[config.mk]
export PLATFORM = sky130hd
export DESIGN_NAME = psram_subsystem
export DESIGN_NICKNAME = d
export VERILOG_FILES = /design/src/verilog/psram_pkg.sv /design/src/verilog/psram_subsystem.sv /design/src/verilog/psram_ctrl.sv /design/src/verilog/psram_arbiter.sv /design/src/verilog/psram_req_slot.sv
export VERILOG_INCLUDE_DIRS = /design/src /design/src/include
export SDC_FILE = /design/constraint.sdc
export NUM_CORES = 1
export LEC_CHECK = 0
export ABC_AREA = 1
export BUFFER_PORTS_ARGS = -buffer_cell sky130_fd_sc_hd__buf_2
export CORE_MARGIN = 2
export CORE_UTILIZATION = 33
export CTS_CLUSTER_SIZE = 16
export DETAILED_ROUTE_END_ITERATION = 7
export PLACE_DENSITY_LB_ADDON = 0.08
export SLEW_MARGIN = 20
export SYNTH_ARGS = -nofsm -noshare
export SYNTH_HDL_FRONTEND = slang
export SYNTH_SLANG_ARGS = --single-unit
[constraint.sdc]
create_clock -name clk -period 6.3 [get_ports clk]
set_input_delay 0.63 -clock clk [delete_from_list [all_inputs] [get_ports clk]]
set_output_delay 0.63 -clock clk [all_outputs]
set_load 0.05 [all_outputs]
[src/include/psram_defs.svh]
// psram subsystem build constants for latency, power-up delay, address width and clients
`ifndef PSRAM_DEFS_SVH
`define PSRAM_DEFS_SVH

// initial access latency in clocks, 3 to 6
`define PSRAM_LATENCY 3

// clocks from reset release to the configuration write, kept short for simulation
`define PSRAM_INIT_CYCLES 20

// byte address width, 4MB die
`define PSRAM_ADDR_W 22

// request slots: 0 is the cpu, 1 is video; lower index wins
`define PSRAM_NUM_CLIENTS 2

`endif
[src/verilog/psram_pkg.sv]
// psram shared request/response types plus the slot and memory-side interfaces
`include "psram_defs.svh"

package psram_pkg;

    typedef struct packed {
        logic                     write;      // 1 = write, 0 = read
        logic                     byte_write; // addr[0] picks the byte
        logic                     two_word;   // video read of addr and addr+2
        logic [`PSRAM_ADDR_W-1:0] addr;
        logic [15:0]              wdata;
    } psram_req_t;

    typedef struct packed {
        logic [15:0] rdata_hi; // second word, two_word only
        logic [15:0] rdata_lo; // first word
    } psram_rsp_t;

    typedef logic [$clog2(`PSRAM_NUM_CLIENTS > 1 ? `PSRAM_NUM_CLIENTS : 2)-1:0] client_idx_t;

endpackage

// one client slot towards the arbiter
interface slot_if import psram_pkg::*; ();
    logic       pending;
    psram_req_t req;
    logic       grant;   // single cycle, only while pending
    logic       done;    // single cycle, after the access
    psram_rsp_t rsp;

    modport slot_side (output pending, output req, input grant, input done, input rsp);
    modport arb_side  (input pending, input req, output grant, output done, output rsp);
endinterface

// arbiter to controller, one access in flight
interface mem_if import psram_pkg::*; ();
    logic       valid;
    psram_req_t req;
    logic       accept;  // idle and ready
    logic       done;    // once per accepted request
    psram_rsp_t rsp;

    modport master (output valid, output req, input accept, input done, input rsp);
    modport slave  (input valid, input req, output accept, output done, output rsp);
endinterface

[src/verilog/psram_subsystem.sv]
// psram subsystem top joining cpu and video request slots, the arbiter and the controller
`include "psram_defs.svh"

module psram_subsystem import psram_pkg::*; (
    input  logic                     clk,
    input  logic                     resetn,
    // cpu port
    input  logic                     cpu_read,
    input  logic                     cpu_write,
    input  logic                     cpu_byte_write,
    input  logic [`PSRAM_ADDR_W-1:0] cpu_addr,
    input  logic [15:0]              cpu_din,
    output logic [15:0]              cpu_dout,
    output logic                     cpu_done,
    output logic                     cpu_busy,
    // video port, 32-bit reads
    input  logic                     vid_read,
    input  logic [`PSRAM_ADDR_W-1:0] vid_addr,
    output logic [31:0]              vid_data,
    output logic                     vid_done,
    output logic                     vid_busy,
    output logic                     ready,
    // byte lanes to the memory
    output logic                     cs_n,
    output logic                     ck_e,
    output logic [7:0]               dq_out_ris,
    output logic [7:0]               dq_out_fal,
    output logic                     dq_oen,
    output logic                     rwds_out_ris,
    output logic                     rwds_out_fal,
    output logic                     rwds_oen,
    input  logic [7:0]               dq_in_ris,
    input  logic [7:0]               dq_in_fal,
    input  logic                     rwds_in_ris,
    input  logic                     rwds_in_fal
);

    localparam int N = `PSRAM_NUM_CLIENTS;

    logic [N-1:0]              c_read;
    logic [N-1:0]              c_write;
    logic [N-1:0]              c_byte;
    logic [N-1:0]              c_two;
    logic [`PSRAM_ADDR_W-1:0] c_addr [N];
    logic [15:0]              c_wdata [N];
    logic [N-1:0]              c_busy;
    logic [N-1:0]              c_done;
    psram_rsp_t               c_rsp [N];

    slot_if slot_bus [N] ();
    mem_if  mem_bus ();

    // slot 0 cpu, slot 1 video; video only reads, always two words
    assign c_read     = {vid_read, cpu_read};
    assign c_write    = {1'b0, cpu_write};
    assign c_byte     = {1'b0, cpu_byte_write};
    assign c_two      = {vid_read, 1'b0};
    assign c_addr[0]  = cpu_addr;
    assign c_addr[1]  = vid_addr;
    assign c_wdata[0] = cpu_din;
    assign c_wdata[1] = '0;

    assign cpu_dout = c_rsp[0].rdata_lo;
    assign cpu_done = c_done[0];
    assign cpu_busy = c_busy[0];
    assign vid_data = c_rsp[1];          // {addr+2, addr}
    assign vid_done = c_done[1];
    assign vid_busy = c_busy[1];

    for (genvar i = 0; i < N; i++) begin : g_slot
        psram_req_slot i_slot (
            .clk        (clk),
            .resetn     (resetn),
            .read       (c_read[i]),
            .write      (c_write[i]),
            .byte_write (c_byte[i]),
            .two_word   (c_two[i]),
            .addr       (c_addr[i]),
            .wdata      (c_wdata[i]),
            .busy       (c_busy[i]),
            .done       (c_done[i]),
            .rsp        (c_rsp[i]),
            .slot       (slot_bus[i])
        );
    end

    psram_arbiter i_arbiter (
        .clk    (clk),
        .resetn (resetn),
        .slots  (slot_bus),
        .mem    (mem_bus)
    );

    psram_ctrl i_ctrl (
        .clk          (clk),
        .resetn       (resetn),
        .ready        (ready),
        .mem          (mem_bus),
        .cs_n         (cs_n),
        .ck_e         (ck_e),
        .dq_out_ris   (dq_out_ris),
        .dq_out_fal   (dq_out_fal),
        .dq_oen       (dq_oen),
        .rwds_out_ris (rwds_out_ris),
        .rwds_out_fal (rwds_out_fal),
        .rwds_oen     (rwds_oen),
        .dq_in_ris    (dq_in_ris),
        .dq_in_fal    (dq_in_fal),
        .rwds_in_ris  (rwds_in_ris),
        .rwds_in_fal  (rwds_in_fal)
    );

endmodule

[src/verilog/psram_ctrl.sv]
// hyperram controller doing power-up wait, config write and single/two word accesses
`include "psram_defs.svh"

module psram_ctrl import psram_pkg::*; (
    input  logic       clk,
    input  logic       resetn,
    output logic       ready,        // config written
    mem_if.slave       mem,
    output logic       cs_n,
    output logic       ck_e,         // clock enable towards the pin
    output logic [7:0] dq_out_ris,
    output logic [7:0] dq_out_fal,
    output logic       dq_oen,       // 1 = released
    output logic       rwds_out_ris,
    output logic       rwds_out_fal,
    output logic       rwds_oen,
    input  logic [7:0] dq_in_ris,
    input  logic [7:0] dq_in_fal,
    input  logic       rwds_in_ris,
    input  logic       rwds_in_fal
);

    localparam int LAT   = `PSRAM_LATENCY;
    localparam int CNT_W = $clog2(`PSRAM_INIT_CYCLES + 1);

    // CR0 latency field
    localparam logic [3:0] LAT_CODE = (LAT == 4) ? 4'b1111 :
                                      (LAT == 5) ? 4'b0000 :
                                      (LAT == 6) ? 4'b0001 : 4'b1110;
    // low nibble 6: variable 1x/2x latency, default burst
    localparam logic [15:0] CFG_VALUE = {8'h8f, LAT_CODE, 4'h6};

    typedef enum logic [2:0] {
        INIT_ST,
        CONFIG_ST,
        IDLE_ST,
        READ_ST,
        WRITE_ST
    } state_t;

    state_t           state;
    logic [CNT_W-1:0] init_cnt;
    logic [15:0]      cycles_sr;  // one-hot, bit n = cycle n of the phase
    logic [63:0]      dq_sr;      // top 16 bits are on the lanes
    psram_req_t       req_q;
    psram_rsp_t       rsp_q;
    logic             extra_lat;  // memory asked for 2x
    logic             wait_rd;
    logic             wait_rd2;
    logic             done_q;
    logic             strobe;
    logic             write_now;

    assign strobe    = rwds_in_ris ^ rwds_in_fal;   // rwds edge, word on the lanes
    assign write_now = (cycles_sr[2+LAT] && !extra_lat) || (cycles_sr[2+2*LAT] && extra_lat);

    assign ready      = (state != INIT_ST) && (state != CONFIG_ST);
    assign mem.accept = ready && (state == IDLE_ST) && cs_n; // cs_n high between accesses
    assign mem.done   = done_q;
    assign mem.rsp    = rsp_q;
    assign dq_out_ris = dq_sr[63:56];
    assign dq_out_fal = dq_sr[55:48];

    always_ff @(posedge clk) begin
        cycles_sr <= {cycles_sr[14:0], 1'b0};
        dq_sr     <= {dq_sr[47:0], 16'h0};     // one byte pair per cycle
        done_q    <= 1'b0;

        case (state)
            INIT_ST: begin
                init_cnt <= init_cnt + 1'b1;
                if (init_cnt == CNT_W'(`PSRAM_INIT_CYCLES)) begin
                    cs_n      <= 1'b0;
                    cycles_sr <= 16'b1;
                    state     <= CONFIG_ST;
                end
            end

            CONFIG_ST: begin
                if (cycles_sr[0]) begin
                    // register write to CR0, no latency and no rwds
                    dq_sr  <= {8'h60, 8'h00, 8'h01, 8'h00, 8'h00, 8'h00, CFG_VALUE};
                    dq_oen <= 1'b0;
                    ck_e   <= 1'b1;
                end
                if (cycles_sr[4]) begin
                    cs_n   <= 1'b1;
                    ck_e   <= 1'b0;
                    dq_oen <= 1'b1;
                    state  <= IDLE_ST;
                end
            end

            IDLE_ST: begin
                cs_n     <= 1'b1;
                ck_e     <= 1'b0;
                dq_oen   <= 1'b1;
                rwds_oen <= 1'b1;
                if (mem.valid && mem.accept) begin
                    req_q <= mem.req;
                    // CA: r/w, memory space, row/upper column, lower column
                    dq_sr <= {~mem.req.write, 31'(mem.req.addr[`PSRAM_ADDR_W-1:4]),
                              13'b0, mem.req.addr[3:1], 16'h0};
                    cs_n      <= 1'b0;
                    ck_e      <= 1'b1;
                    dq_oen    <= 1'b0;
                    wait_rd   <= 1'b0;
                    wait_rd2  <= 1'b0;
                    cycles_sr <= 16'b10;          // CA goes out in cycles 1..3
                    state     <= mem.req.write ? WRITE_ST : READ_ST;
                end
            end

            READ_ST: begin
                if (cycles_sr[3])
                    dq_oen <= 1'b1;               // CA sent, hand the bus over
                if (cycles_sr[9])
                    wait_rd <= 1'b1;              // strobe trusted from cycle 10 on
                if ((wait_rd || wait_rd2) && strobe) begin
                    if (wait_rd)
                        rsp_q.rdata_lo <= {dq_in_ris, dq_in_fal};
                    else
                        rsp_q.rdata_hi <= {dq_in_ris, dq_in_fal};
                    wait_rd  <= 1'b0;
                    wait_rd2 <= wait_rd && req_q.two_word;   // video wants one more
                    if (wait_rd2 || !req_q.two_word) begin
                        cs_n   <= 1'b1;
                        ck_e   <= 1'b0;
                        done_q <= 1'b1;
                        state  <= IDLE_ST;
                    end
                end
            end

            WRITE_ST: begin
                if (cycles_sr[3])
                    extra_lat <= rwds_in_ris | rwds_in_fal; // rwds high in CA = 2x
                if (write_now) begin
                    rwds_oen     <= 1'b0;
                    // rwds high masks a byte, addr[0] set writes the upper one
                    rwds_out_ris <= req_q.byte_write && !req_q.addr[0];
                    rwds_out_fal <= req_q.byte_write && req_q.addr[0];
                    dq_sr[63:48] <= req_q.wdata;
                    done_q       <= 1'b1;          // seen while the word is on the lanes
                    state        <= IDLE_ST;       // idle closes cs_n a cycle later
                end
            end

            default: state <= INIT_ST;
        endcase

        if (!resetn) begin
            state     <= INIT_ST;
            init_cnt  <= '0;
            cycles_sr <= '0;
            cs_n      <= 1'b1;
            ck_e      <= 1'b0;
            dq_oen    <= 1'b1;
            rwds_oen  <= 1'b1;
            wait_rd   <= 1'b0;
            wait_rd2  <= 1'b0;
            done_q    <= 1'b0;
        end
    end

endmodule

[src/verilog/psram_arbiter.sv]
// fixed-priority arbiter: grants one pending slot, forwards it and routes completion back
`include "psram_defs.svh"

module psram_arbiter import psram_pkg::*; (
    input  logic     clk,
    input  logic     resetn,
    slot_if.arb_side slots [`PSRAM_NUM_CLIENTS],
    mem_if.master    mem
);

    localparam int N = `PSRAM_NUM_CLIENTS;

    logic [N-1:0] pend;
    logic [N-1:0] grant_q;
    psram_req_t   reqs [N];
    logic         active;   // an access is owned until mem.done
    logic         valid_q;
    client_idx_t  owner;
    client_idx_t  pick;

    // flatten the slot array, interface arrays only take constant indices
    for (genvar i = 0; i < N; i++) begin : g_slot
        assign pend[i]        = slots[i].pending;
        assign reqs[i]        = slots[i].req;
        assign slots[i].grant = grant_q[i];
        assign slots[i].done  = mem.done && (owner == client_idx_t'(i)); // owner only
        assign slots[i].rsp   = (owner == client_idx_t'(i)) ? mem.rsp : '0;
    end

    // lowest pending index wins
    always_comb begin
        pick = '0;
        for (int k = N - 1; k >= 0; k--) begin
            if (pend[k])
                pick = client_idx_t'(k);
        end
    end

    assign mem.valid = valid_q;
    assign mem.req   = reqs[owner];     // slot holds it stable while busy

    always_ff @(posedge clk) begin
        grant_q <= '0;                  // pulse

        if (!active && |pend) begin
            active        <= 1'b1;
            owner         <= pick;
            grant_q[pick] <= 1'b1;
            valid_q       <= 1'b1;
        end

        if (valid_q && mem.accept)
            valid_q <= 1'b0;            // taken, hold off until done

        if (active && mem.done)
            active <= 1'b0;             // free for the next grant

        if (!resetn) begin
            active  <= 1'b0;
            valid_q <= 1'b0;
            grant_q <= '0;
            owner   <= '0;
        end
    end

endmodule

[src/verilog/psram_req_slot.sv]
// request slot holding one client's access until granted, then handing back the result
`include "psram_defs.svh"

module psram_req_slot import psram_pkg::*; (
    input  logic                     clk,
    input  logic                     resetn,
    input  logic                     read,       // single cycle request pulses
    input  logic                     write,
    input  logic                     byte_write,
    input  logic                     two_word,
    input  logic [`PSRAM_ADDR_W-1:0] addr,
    input  logic [15:0]              wdata,
    output logic                     busy,       // request pulse to done
    output logic                     done,
    output psram_rsp_t               rsp,
    slot_if.slot_side                slot
);

    logic       pending_q;
    psram_req_t req_q;

    assign slot.pending = pending_q;
    assign slot.req     = req_q;

    always_ff @(posedge clk) begin
        done <= 1'b0;

        // a pulse while already busy is dropped
        if ((read || write) && !busy) begin
            req_q     <= '{write: write, byte_write: byte_write, two_word: two_word,
                           addr: addr, wdata: wdata};
            pending_q <= 1'b1;
            busy      <= 1'b1;
        end

        if (slot.grant)
            pending_q <= 1'b0;          // arbiter owns it now

        if (slot.done) begin
            rsp  <= slot.rsp;           // held until the next read
            done <= 1'b1;
            busy <= 1'b0;               // falls together with done
        end

        if (!resetn) begin
            pending_q <= 1'b0;
            busy      <= 1'b0;
            done      <= 1'b0;
        end
    end

endmodule

Yosys cells after proc, flatten, opt, wreduce, memory -nomap -nowiden
Index checks and enable logic that the tools add are counted.
{ "word_totals": {"ff_bits": 265, "in_bits": 84, "out_inout_bits": 75, "word_cells": 171} }
{ "classes": {"addsub": 1, "order_cmp": 3, "n_eq_ne": 15, "muxes": 53, "bitwise": 7, "reduce_logical": 53} }
{ "ops": {"columns": ["op", "n"], "rows": [
  ["64-bit 2-to-1 mux", 2],
  ["41-bit 2-to-1 mux", 3],
  ["48-bit one-hot mux with 2 select lines", 1],
  ["16-bit one-hot mux with 3 select lines", 1],
  ["1-bit 2-to-1 mux", 26],
  ["3-bit 2-to-1 mux", 7],
  ["10-bit 2-to-1 mux", 2],
  ["10-bit one-hot mux with 2 select lines", 1],
  ["1-bit logical AND", 17],
  ["16-bit 2-to-1 mux", 1],
  ["3-bit one-hot mux with 5 select lines", 1],
  ["3-bit AND reduction", 5],
  ["2-bit OR reduction", 7],
  ["2-bit by 1-bit != test with 1-bit output, second input constant", 6],
  ["2-bit AND reduction", 5],
  ["3-bit by 1-bit != test with 1-bit output, second input constant", 3],
  ["1-bit one-hot mux with 2 select lines", 4],
  ["3-bit by 2-bit equality test with 1-bit output, second input constant", 2],
  ["1-bit zero test", 6],
  ["1-bit one-hot mux with 3 select lines", 2],
  ["6-bit AND reduction", 1],
  ["3-bit nonzero test", 2],
  ["5-bit by 1-bit adder with 5-bit output, second input constant", 1],
  ["5-bit equality test, second input constant", 1],
  ["18 further kinds", 25]
]} }

Longest topological paths before layout
Gate-level depths: netlist of run 1.
{ "logic_depth": {"ltp_word": 7, "depth_mapped": 11} }

Modules after synthesis
Synthesis of run 1 repeated with hierarchy kept, for this count alone.
{ "unflattened": {"hier_cells": 888, "area_unflattened_um2": 10161.0} }
{ "modules_own_cells": {"columns": ["module", "n_inst", "cells_each", "area_per_inst_um2", "seq_area_each_um2"], "rows": [
  ["psram_req_slot", 2, 88, 2306.0, 2252.2],
  ["psram_ctrl", 1, 415, 4229.1, 2862.7],
  ["psram_arbiter", 1, 296, 1316.3, 100.1],
  ["psram_subsystem", 1, 1, 3.8, 0.0]
]} }

Worst setup path after synthesis of run 1
OpenSTA, ideal clock, no wires.
{ "synth_timing": {"path_kind": "input to register", "startpoint": "input port cpu_write", "endpoint": "register g_slot[0].i_slot.req_q (netlist bit g_slot[0].i_slot.slot.req[0]), enable pin", "setup_ns": 0.441, "t_arrival_ns": 2.408, "required_time_ns": 5.859, "path_slack_ns": 3.452, "stages": 2, "n_path_buf": 0, "path_cell_list": "nor2_1 > nor2_1"} }
{ "synth_via": {"elab_chain_cells": 2} }
{ "synth_rtl": {"columns": ["element", "line", "text"], "rows": [
  ["start, declared", "psram_subsystem.sv:9", "input logic cpu_write,"],
  ["1-bit logical OR", "psram_req_slot.sv:29", "if ((read || write) && !busy) begin"],
  ["1-bit logical AND", "psram_req_slot.sv:29", null],
  ["end signal, assigned", "psram_req_slot.sv:30", "req_q <= '{write: write, byte_write: byte_write, two_word: two_word,"],
  ["end, declared", "psram_req_slot.sv:20", "psram_req_t req_q;"]
]} }
Every way passes these cells.
A chain may end at the register's enable or synchronous reset.

Final worst setup path of run 1
{ "layout_timing": {"startpoint": "register i_ctrl.state[1]", "endpoint": "register i_ctrl.dq_sr[17]"} }
{ "layout_via": {"elab_chain_cells": 7} }
{ "layout_rtl": {"columns": ["element", "line", "text"], "rows": [
  ["start, declared", "psram_ctrl.sv:41", "state_t state;"],
  ["start signal, assigned", "psram_ctrl.sv:110", "state <= mem.req.write ? WRITE_ST : READ_ST;"],
  ["3-bit by 1-bit != test with 1-bit output or 3-bit nonzero test (tied branches)", "psram_ctrl.sv:57", "assign ready = (state != INIT_ST) && (state != CONFIG_ST);"],
  ["1-bit logical AND", "psram_ctrl.sv:57", null],
  ["1-bit logical AND (2 in series)", "psram_ctrl.sv:58", "assign mem.accept = ready && (state == IDLE_ST) && cs_n;"],
  ["1-bit logical AND", "psram_ctrl.sv:99", "if (mem.valid && mem.accept) begin"],
  ["64-bit 2-to-1 mux", "psram_ctrl.sv:99", null],
  ["48-bit one-hot mux with 2 select lines (*)", "psram_ctrl.sv:69", "case (state)"],
  ["end signal, assigned", "psram_ctrl.sv:66", "dq_sr <= {dq_sr[47:0], 16'h0};"],
  ["end signal, assigned", "psram_ctrl.sv:82", "dq_sr <= {8'h60, 8'h00, 8'h01, 8'h00, 8'h00, 8'h00, CFG_VALUE};"],
  ["end signal, assigned", "psram_ctrl.sv:102", "dq_sr <= {~mem.req.write, 31'(mem.req.addr[`PSRAM_ADDR_W-1:4]),"],
  ["end, declared", "psram_ctrl.sv:44", "logic [63:0] dq_sr;"]
]} }
Every way passes the cells marked *; elsewhere a longest branch is shown, timed or not.

==> tab_implementation.tex, run 1 <==
\begin{tabular}{lr}
\hline
Metric & Value \\
\hline
\multicolumn{2}{l}{\textbf{Final layout}} \\
\quad Net total in the final layout & approximately 990 \\
\quad Proportion of layout cells with a drive suffix above 1 & between 20\% and 30\% \\
\quad Commonest non-fill, non-tap cell in the layout & sky130\_fd\_sc\_hd\_\_nand2\_1 \\
\quad Diode insertion count for antenna repair & 0 \\
\quad Layout Utilization & about two fifths \\
\quad Commonest cells after routing, fill and taps aside & 170 x sky130\_fd\_sc\_hd\_\_nand2\_1, 165 x sky130\_fd\_sc\_hd\_\_edfxtp\_1, 158 x sky130\_fd\_sc\_hd\_\_buf\_2 \\
\quad Relative area change from synthesis to final layout & 21.7\% \\
\multicolumn{2}{l}{\textbf{Power and ir drop}} \\
\quad Power per standard cell area & around 370 nW/µm² \\
\quad Sum of internal, switching and leakage power & $\sim$3.8 mW \\
\quad Static Leak & 4.63 nW \\
\quad Worst ir drop on vdd & $\sim$160 µV \\
\multicolumn{2}{l}{\textbf{Synth}} \\
\quad Sequential area share after synthesis & $\sim$74\% \\
\quad Most common flop cell mapped by yosys & sky130\_fd\_sc\_hd\_\_edfxtp\_1 \\
\quad Post-synth cell types & 29 \\
\quad Number of enable-type register cells in the synthesized netlist & approximately 170 \\
\quad Fraction of synthesis flops using an asynchronous set or reset pin & 0\% \\
\quad Post-synthesis instance total & 752 \\
\quad Cell type contributing the most total cell area after synthesis & sky130\_fd\_sc\_hd\_\_edfxtp\_1 \\
\quad Register bit total from synthesis & between 200 and 250 \\
\quad Top post-synthesis cells by area & sky130\_fd\_sc\_hd\_\_edfxtp\_1 57\%, sky130\_fd\_sc\_hd\_\_dfxtp\_1 17\%, sky130\_fd\_sc\_hd\_\_nand2\_1 7.4\%, sky130\_fd\_sc\_hd\_\_inv\_1 4.7\%, sky130\_fd\_sc\_hd\_\_nor2\_1 3.9\% \\
\quad Syn\_nets & $\sim$840 \\
\quad Netlist area before placement & between 8000 and 9000 µm² \\
\quad Synthesized area per cell & 11.5 µm² \\
\quad Total of warnings raised by yosys & 0 \\
\quad Area share of the leading cell type in the synthesized netlist & a little under three fifths \\
\multicolumn{2}{l}{\textbf{STA}} \\
\quad Setup repair after global routing missed its margin & false \\
\quad Period utilization & 42.2\% \\
\quad Final Hold Fails & 0 \\
\quad Max Clk Rate & approximately 380 MHz \\
\quad Worst clock skew & 0.0108 ns \\
\quad Worst Slack Setup Final & around 3.6 ns \\
\quad Fin crit period & about 2.7 ns \\
\quad Total Neg Setup Slack & 0 ns \\
\quad Setup-failing EPs final & 0 \\
\quad Normalized max-slew margin & a little over a third \\
\quad Slew Limit Fails & 0 \\
\quad Transition time at the pin with the least slew margin & between 0.9 and 1 ns \\
\multicolumn{2}{l}{\textbf{Die}} \\
\quad Area of the core & between 20000 and 30000 µm² \\
\quad Area enclosed by the die boundary & about 27000 µm² \\
\quad Initial core utilization & 33.3\% \\
\quad Ports placed on the boundary & around 160 \\
\quad Horizontal die dimension & 166 µm \\
\quad Row count & approximately 60 \\
\quad Die boundary height & about 170 µm \\
\multicolumn{2}{l}{\textbf{Placement}} \\
\quad Pre-CTS setup slack & around 3.6 ns \\
\quad Estimated wirelength of the detail-placed design & around 13000 µm \\
\quad Total of buffers placed on input and output ports & between 150 and 200 \\
\quad Global placement routability congestion & 0.769 \\
\multicolumn{2}{l}{\textbf{Critical path}} \\
\quad Endpoint of the lowest-slack register-to-register path & i\_ctrl.dq\_sr[17] \\
\quad Top Family by Delay on Critical Path & simple AND/OR/NAND/NOR gates \\
\quad Cell Chain, Critical Path & nand2\_2, nor2\_4, nand2\_1, inv\_2, nor2\_1, o21ai\_0, nand2\_1 \\
\quad Slowest-stage cell, CP & sky130\_fd\_sc\_hd\_\_inv\_2 \\
\quad Reg2reg setup slack & approximately 3.6 ns \\
\quad Worst setup path start & i\_ctrl.state[1] \\
\quad Total stage count of the critical path & 7 \\
\quad Endpoint type of the worst setup path & flip-flop \\
\quad Cell occurring most often along the worst timing path & sky130\_fd\_sc\_hd\_\_nand2\_1 \\
\quad Worst flop-to-flop path startpoint & i\_ctrl.state[1] \\
\quad Required time reported for the critical path endpoint & between 6 and 7 ns \\
\quad End point of the critical path & i\_ctrl.dq\_sr[17] \\
\quad Startpoint Class & flip-flop \\
\quad Buf/Inv on CP & 1 \\
\quad Slowest Stage Delay on Critical Path & about 0.69 ns \\
\quad Critical Path Fanout Max & 26 \\
\quad Type of the worst setup path & reg -> reg \\
\quad WP data arrival & 3.06 ns \\
\quad Number of cells on the worst reg-to-reg path & 7 \\
\multicolumn{2}{l}{\textbf{Clocking}} \\
\quad Longest Clk Path Bufs & 3 \\
\quad Post-CTS Setup Bufs & 0 \\
\quad Clock slew at the register clock pins of the worst setup and hold paths & 0.06 ns \\
\quad CTS tree & done \\
\quad Clock sink count & between 200 and 250 \\
\quad Root buffer selected by CTS & sky130\_fd\_sc\_hd\_\_clkbuf\_16 \\
\quad H-tree depth reported by CTS & 1 \\
\quad Count of cells resized by post-cts repair & 0 \\
\quad Number of clock buffers inserted by TritonCTS & 26 \\
\quad Worst-skew pair later-pin latency & 0.52 ns \\
\quad Number of hold buffers added after cts & 0 \\
\multicolumn{2}{l}{\textbf{Detailed routing}} \\
\quad Drc violations & 0 \\
\quad Total vias in the final route & 5304 \\
\quad Final routed wirelength across all metal layers & 18200 µm \\
\quad Remaining antenna violation count & 0 \\
\quad Post-DR vias/cell & approximately 4.2 \\
\quad Initial DRC Count & about 400 \\
\quad Average wire per standard cell & about 14 µm \\
\quad Initial DRT Pass Iterations & 5 \\
\multicolumn{2}{l}{\textbf{Run status}} \\
\quad Result of the run & completed \\
\multicolumn{2}{l}{\textbf{GRT}} \\
\quad First-pass GRT wire length & about 29000 µm \\
\quad Initial antenna violation count & 0 \\
\quad Global routing usage summed across all routing layers & about an eighth \\
\quad Global route total overflow & 0 \\
\quad Number of global-route vias before repair & 5294 \\
\quad Pin count of the biggest net entering global routing & 95 \\
\multicolumn{2}{l}{\textbf{Min path}} \\
\quad Min-Delay Path Class & in -> reg \\
\multicolumn{2}{l}{\textbf{Job}} \\
\quad Max Cap Violations & 0 \\
\hline
\end{tabular}
-- synth_stat cells (7+ instances only) --
library cell               instances
sky130_fd_sc_hd__o21ai_0          37
sky130_fd_sc_hd__or2_2             7
sky130_fd_sc_hd__clkbuf_1         12
sky130_fd_sc_hd__edfxtp_1        165
sky130_fd_sc_hd__nand2_1         170
sky130_fd_sc_hd__nor2_1           90
sky130_fd_sc_hd__a21oi_1          19
sky130_fd_sc_hd__inv_1           107
sky130_fd_sc_hd__nand3_1          14
sky130_fd_sc_hd__buf_4            16
sky130_fd_sc_hd__dfxtp_1          73
-- cell type report --
class	instances	area (µm²)
clock buffer	30	687
multi-input combinational	368	1620
inverter	110	413
tap	335	419
sequential	238	6420
clock inverter	18	143
fill	2529	15400
timing repair buffer	161	813
-- through the flow --
stage,instances,area [µm²],hold WS (ns)
floorplan,752,8640,0.368
global placement,1212,9680,0.371
detailed placement,1212,9680,0.371
CTS,1260,10500,0.258
global route,1260,10500,0.263
finish,1260,10500,0.285
-- state kept, by name, summed over array words and instances, names as in the netlist, 3 cells and up --
signal / count
i_ctrl.mem.rsp: 32
g_slot.i_slot.rsp: 48
i_ctrl.init_cnt: 5
i_ctrl.req_q: 19
i_ctrl.cycles_sr: 10
g_slot.i_slot.slot.req: 63
i_ctrl.dq_sr: 37
i_ctrl.state: 3
-- how the worst min path moves through the flow --
stage	from	to	slack, ns	cells past startpoint
final	vid_addr[18]	g_slot[1].i_slot.slot.req[34]	0.28	1
after global routing	cpu_addr[6]	g_slot[0].i_slot.slot.req[22]	0.26	1
after CTS	cpu_din[10]	g_slot[0].i_slot.slot.req[10]	0.26	1
after detailed placement	i_arbiter.grant_q[1]	g_slot[1].i_slot.slot.pending	0.37	1
after global placement	i_arbiter.grant_q[1]	g_slot[1].i_slot.slot.pending	0.37	1
after floorplan	i_arbiter.grant_q[0]	g_slot[0].i_slot.slot.pending	0.37	1
-- per-layer routing --
metal  vias up  wire [µm]  track usage, %
li1       2719          -               -
met3        20       1030            2.79
met1      2411       8740            18.6
met4         0        239            3.25
met2       154       8180            21.1
met5         -          0               0
-- kinds of logic after synthesis --
group           synth area share, %
simple gates                   13.8
flops                          74.3
buf+inv                        7.19
compound gates                 4.16
fa+ha+maj                     0.435
xor+xnor                      0.101
-- power breakdown --
part | switching, mW | internal [mW]
logic | 0.419 | 0.152
clock network | 0.591 | 0.861
registers | 0.0622 | 1.76
total | 1.07 | 2.78
Power figures use the tool's default switching activity.
==> inputs of run 2 (changes only) <==
--- a/config.mk
+++ b/config.mk
@@ -6,7 +6,7 @@
 export SDC_FILE = /design/constraint.sdc
 export NUM_CORES = 1
 export LEC_CHECK = 0
-export ABC_AREA = 1
+export ABC_AREA = 0
 export BUFFER_PORTS_ARGS = -buffer_cell sky130_fd_sc_hd__buf_2
 export CORE_MARGIN = 2
 export CORE_UTILIZATION = 33
==> constraint.sdc (replaced) <==
create_clock -name clk -period 2.7 [get_ports clk]
set_input_delay 0.27 -clock clk [delete_from_list [all_inputs] [get_ports clk]]
set_output_delay 0.27 -clock clk [all_outputs]
set_load 0.05 [all_outputs]
==> run 2 against run 1 <==
  * Count of clock-buffer cells in the layout up 14
  * Area after synthesis decreased by 1.7%
  * Highest routed layer unchanged
  * Hold slack got worse by 0.26 ns
  * Core utilization rose by 3.8 points
==> tab_implementation.tex, run 2 <==
\begin{tabular}{lr}
\hline
Metric & Value \\
\hline
\multicolumn{2}{l}{\textbf{Run status}} \\
\quad Result of the run & completed \\
\multicolumn{2}{l}{\textbf{Placement}} \\
\quad Estimated wirelength of the detail-placed design & 12200 µm (-2.6\%) \\
\quad Total of buffers placed on input and output ports & 158 (unchanged) \\
\quad Global placement routability congestion & 0.754 (-2.0\%) \\
\multicolumn{2}{l}{\textbf{STA}} \\
\quad Worst slack on hold paths & 0.0270 ns (-0.258 ns) \\
\quad Period utilization & a little over two thirds \\
\quad Transition time at the pin with the least slew margin & 1.06 ns (+0.0866 ns) \\
\quad Setup repair after global routing missed its margin & false \\
\quad Total Neg Setup Slack & 0 ns (unchanged) \\
\quad Setup-failing EPs final & 0 (unchanged) \\
\quad Normalized max-slew margin & 28.8\% (-6.0 points) \\
\quad Max Clk Rate & 527 MHz \\
\quad Slew Limit Fails & 0 (unchanged) \\
\quad Worst clock skew & 0.00972 ns (-0.00110 ns) \\
\quad Final Hold Fails & 0 (unchanged) \\
\quad Fin crit period & between 1.5 and 2 ns \\
\multicolumn{2}{l}{\textbf{Final layout}} \\
\quad Net total in the final layout & 889 (-10\%) \\
\quad Commonest cells after routing, fill and taps aside & 165 x sky130\_fd\_sc\_hd\_\_edfxtp\_1, 158 x sky130\_fd\_sc\_hd\_\_buf\_2, 79 x sky130\_fd\_sc\_hd\_\_dlygate4sd3\_1 \\
\quad Flip-flop count of the largest register after layout & 63 (unchanged) \\
\quad Commonest non-fill, non-tap cell in the layout & sky130\_fd\_sc\_hd\_\_edfxtp\_1 \\
\quad Proportion of layout cells with a drive suffix above 1 & 27.3\% (+3.0 points) \\
\quad Relative area change from synthesis to final layout & 32.1\% \\
\quad Layout Utilization & 44.4\% (+3.8 points) \\
\quad Diode insertion count for antenna repair & 0 (unchanged) \\
\multicolumn{2}{l}{\textbf{Die}} \\
\quad Die boundary height & 164 µm (-0.84\%) \\
\quad Row count & 58 (-1.7\%) \\
\quad Horizontal die dimension & 164 µm (-0.84\%) \\
\quad Area enclosed by the die boundary & 27000 µm² (-1.7\%) \\
\quad Area of the core & 25300 µm² (-2.5\%) \\
\quad Initial core utilization & 33.6\% (+0.28 points) \\
\quad Ports placed on the boundary & 159 (unchanged) \\
\multicolumn{2}{l}{\textbf{Detailed routing}} \\
\quad Total vias in the final route & 5182 (-2.3\%) \\
\quad Drc violations & 0 (unchanged) \\
\quad Initial DRT Pass Iterations & 5 (unchanged) \\
\quad Average wire per standard cell & 16.2 µm (+12\%) \\
\quad Remaining antenna violation count & 0 (unchanged) \\
\quad Initial DRC Count & 291 (-27\%) \\
\quad Final routed wirelength across all metal layers & 18700 µm (+2.8\%) \\
\quad Post-DR vias/cell & 4.49 (+6.8\%) \\
\multicolumn{2}{l}{\textbf{Power and ir drop}} \\
\quad Clk pwr share & 44.4\% (+6.6 points) \\
\quad Static Leak & 4.30 nW (-7.2\%) \\
\quad Power per standard cell area & 701 nW/µm² (+92\%) \\
\quad Combinational cell fraction of total power & 4.4\% (-10 points) \\
\quad Switching Fraction & 20.3\% (-7.5 points) \\
\quad Internal Pwr Total & 6.26 mW (+130\%) \\
\quad Switching component of the power & 1.60 mW (+49\%) \\
\quad Worst ir drop on vdd & 429 µV (+170\%) \\
\quad Seq pwr share & 51.2\% (+3.8 points) \\
\multicolumn{2}{l}{\textbf{Synth}} \\
\quad Fraction of synthesis flops using an asynchronous set or reset pin & 0\% (unchanged) \\
\quad Netlist area before placement & 8490 µm² (-1.7\%) \\
\quad Most common flop cell mapped by yosys & sky130\_fd\_sc\_hd\_\_edfxtp\_1 \\
\quad Post-synthesis instance total & 562 (-25\%) \\
\quad Syn\_nets & 649 (-23\%) \\
\quad Total of warnings raised by yosys & 0 (unchanged) \\
\quad Cell type contributing the most total cell area after synthesis & sky130\_fd\_sc\_hd\_\_edfxtp\_1 \\
\quad Register bit total from synthesis & 238 (unchanged) \\
\quad Synthesized area per cell & 15.1 µm² (+32\%) \\
\quad Count leader, synth & sky130\_fd\_sc\_hd\_\_edfxtp\_1 \\
\quad Cell types with the highest counts after synthesis & 165 x sky130\_fd\_sc\_hd\_\_edfxtp\_1, 73 x sky130\_fd\_sc\_hd\_\_dfxtp\_1, 46 x sky130\_fd\_sc\_hd\_\_and2\_1 \\
\quad Area share of the leading cell type in the synthesized netlist & 58.4\% (+1.0 points) \\
\quad Number of enable-type register cells in the synthesized netlist & 165 (unchanged) \\
\quad Top post-synthesis cells by area & sky130\_fd\_sc\_hd\_\_edfxtp\_1 58\%, sky130\_fd\_sc\_hd\_\_dfxtp\_1 17\%, sky130\_fd\_sc\_hd\_\_and2\_1 3.4\%, sky130\_fd\_sc\_hd\_\_nor2b\_1 2.9\%, sky130\_fd\_sc\_hd\_\_mux2i\_1 2.5\% \\
\quad Sequential area share after synthesis & 75.6\% (+1.3 points) \\
\quad Post-synth cell types & 58 (+100\%) \\
\multicolumn{2}{l}{\textbf{GRT}} \\
\quad Global routing usage summed across all routing layers & 13.9\% (+0.61 points) \\
\quad Number of global-route vias before repair & 5417 (+2.3\%) \\
\quad First-pass GRT wire length & 28700 µm (-1.2\%) \\
\quad Pin count of the biggest net entering global routing & 42 (-56\%) \\
\quad Initial antenna violation count & 0 (unchanged) \\
\quad Global route total overflow & 0 (unchanged) \\
\multicolumn{2}{l}{\textbf{Critical path}} \\
\quad Cell Chain, Critical Path & or2\_1, buf\_2 \\
\quad WP data arrival & 1.63 ns (-1.43 ns) \\
\quad Slowest Stage Delay on Critical Path & 0.57 ns (-0.12 ns) \\
\quad Worst flop-to-flop path startpoint & i\_ctrl.state[0] \\
\quad Startpoint Class & flip-flop \\
\quad Number of cells on the worst reg-to-reg path & 5 (-2) \\
\quad Critical Path Fanout Max & 11 (-58\%) \\
\quad Endpoint of the lowest-slack register-to-register path & i\_ctrl.dq\_sr[47] \\
\quad Required time reported for the critical path endpoint & 2.43 ns (-4.27 ns) \\
\quad Type of the worst setup path & reg -> out \\
\quad Slowest-stage cell, CP & sky130\_fd\_sc\_hd\_\_dfxtp\_1 \\
\quad Reg2reg setup slack & 0.93 ns (-2.71 ns) \\
\quad Endpoint type of the worst setup path & output port \\
\multicolumn{2}{l}{\textbf{Clocking}} \\
\quad Clock slew at the register clock pins of the worst setup and hold paths & 0.06 ns (about the same) \\
\quad Worst-skew pair later-pin latency & 0.53 ns (about the same) \\
\quad CTS tree & done \\
\quad Root buffer selected by CTS & sky130\_fd\_sc\_hd\_\_clkbuf\_16 \\
\quad Post-CTS Setup Bufs & 0 (unchanged) \\
\quad Longest Clk Path Bufs & 3 (unchanged) \\
\quad H-tree depth reported by CTS & 1 (unchanged) \\
\quad Clock sink count & 238 (unchanged) \\
\quad Number of clock buffers inserted by TritonCTS & 27 (+3.8\%) \\
\multicolumn{2}{l}{\textbf{Min path}} \\
\quad Min-Delay Path Class & in -> reg \\
\quad Hold wc startpoint & cpu\_read \\
\quad Worst Hold Path EP & g\_slot[0].i\_slot.busy \\
\quad Hold path cells & 3 (+2) \\
\multicolumn{2}{l}{\textbf{Job}} \\
\quad Max Cap Violations & 0 (unchanged) \\
\hline
\end{tabular}
## run 2: cell types whose count changed in the layout (fill, tap and decap cells not counted), moves of 7 or more
cell	change
sky130_fd_sc_hd__nand2b_1	+7
sky130_fd_sc_hd__inv_1	-93
sky130_fd_sc_hd__buf_4	+9
sky130_fd_sc_hd__o21ai_0	-15
sky130_fd_sc_hd__mux2i_1	+21
sky130_fd_sc_hd__nor2b_1	+37
sky130_fd_sc_hd__nand3_1	-10
sky130_fd_sc_hd__or2_2	-7
sky130_fd_sc_hd__nor2_1	-52
sky130_fd_sc_hd__and2_1	+46
sky130_fd_sc_hd__nand2_1	-155
sky130_fd_sc_hd__dlygate4sd3_1	+79
sky130_fd_sc_hd__a22o_1	+10
sky130_fd_sc_hd__a21oi_1	-7
## run 2: worst max path at each step
| stage | from | endpoint | cells past startpoint |
|---|---|---|---|
| after detailed placement | rwds_in_fal | i_ctrl.mem.rsp[24] | 7 |
| after global placement | i_ctrl.state[0] | i_ctrl.req_q[12] | 5 |
| after CTS | i_ctrl.state[2] | ready | 2 |
| after floorplan | g_slot[0].i_slot.busy | g_slot[0].i_slot.slot.req[0] | 1 |
| final | i_ctrl.state[2] | ready | 2 |
| after global routing | i_ctrl.state[2] | ready | 2 |
## run 2: timing repair
item,CTS,global route
resized for setup,0,0
hold buffers,79,0
endpoints found under the hold margin,96,0
## run 2: cell type report
class,instances,area [µm²]
Sequential cell,238,6420
Fill cell,2340,14000
Clock inverter,6,33.8
Tap cell,330,413
Clock buffer,44,830
Inverter,15,56.3
Multi-Input combinational cell,271,1790
Timing Repair Buffer,249,1670
## run 2: critical path, delay by kind of cell, from the launching register on
family	cells	cell delay, ns
buffers and inverters	1	0.29
flip-flops	1	0.57
AND/OR/NAND/NOR	1	0.24
## run 2: power groups by stage
stage	sequential (mW)	combinational (mW)	clock, mW
finish	4.03	0.349	3.49
global placement	4.10	0.260	0
global route	4.03	0.387	3.73
detailed placement	4.10	0.267	0
floorplan	4.09	0.144	0
CTS	4.03	0.356	3.60
## run 2: logic make-up (layout without fill, tap and decap cells)
group	after synthesis	in the layout	share of synthesized area, %
fa+ha+maj	3	3	0.442
compound gates	71	71	5.87
mux	23	23	2.77
xor+xnor	4	4	0.413
flops	238	238	75.6
simple gates	170	170	11.4
buf+inv	53	314	3.52
## run 2: metal layers
layer / up-vias / track usage (%) / share of wire (%)
met5: - / 0 / 0
met4: 0 / 4.51 / 2.7
met3: 28 / 3.24 / 5.9
met2: 144 / 24.6 / 50
met1: 2513 / 16.6 / 41
li1: 2497 / - / -
## run 2: per-stage QoR
stage / area (µm²) / std cells / power, mW / worst slack, ns
detailed placement: 9560 / 1024 / 4.37 / 0.897
CTS: 11200 / 1153 / 7.98 / 0.761
global placement: 9560 / 1024 / 4.36 / 0.910
floorplan: 8490 / 562 / 4.24 / 0.656
finish: 11200 / 1153 / 7.86 / 0.804
global route: 11200 / 1153 / 8.15 / 0.695
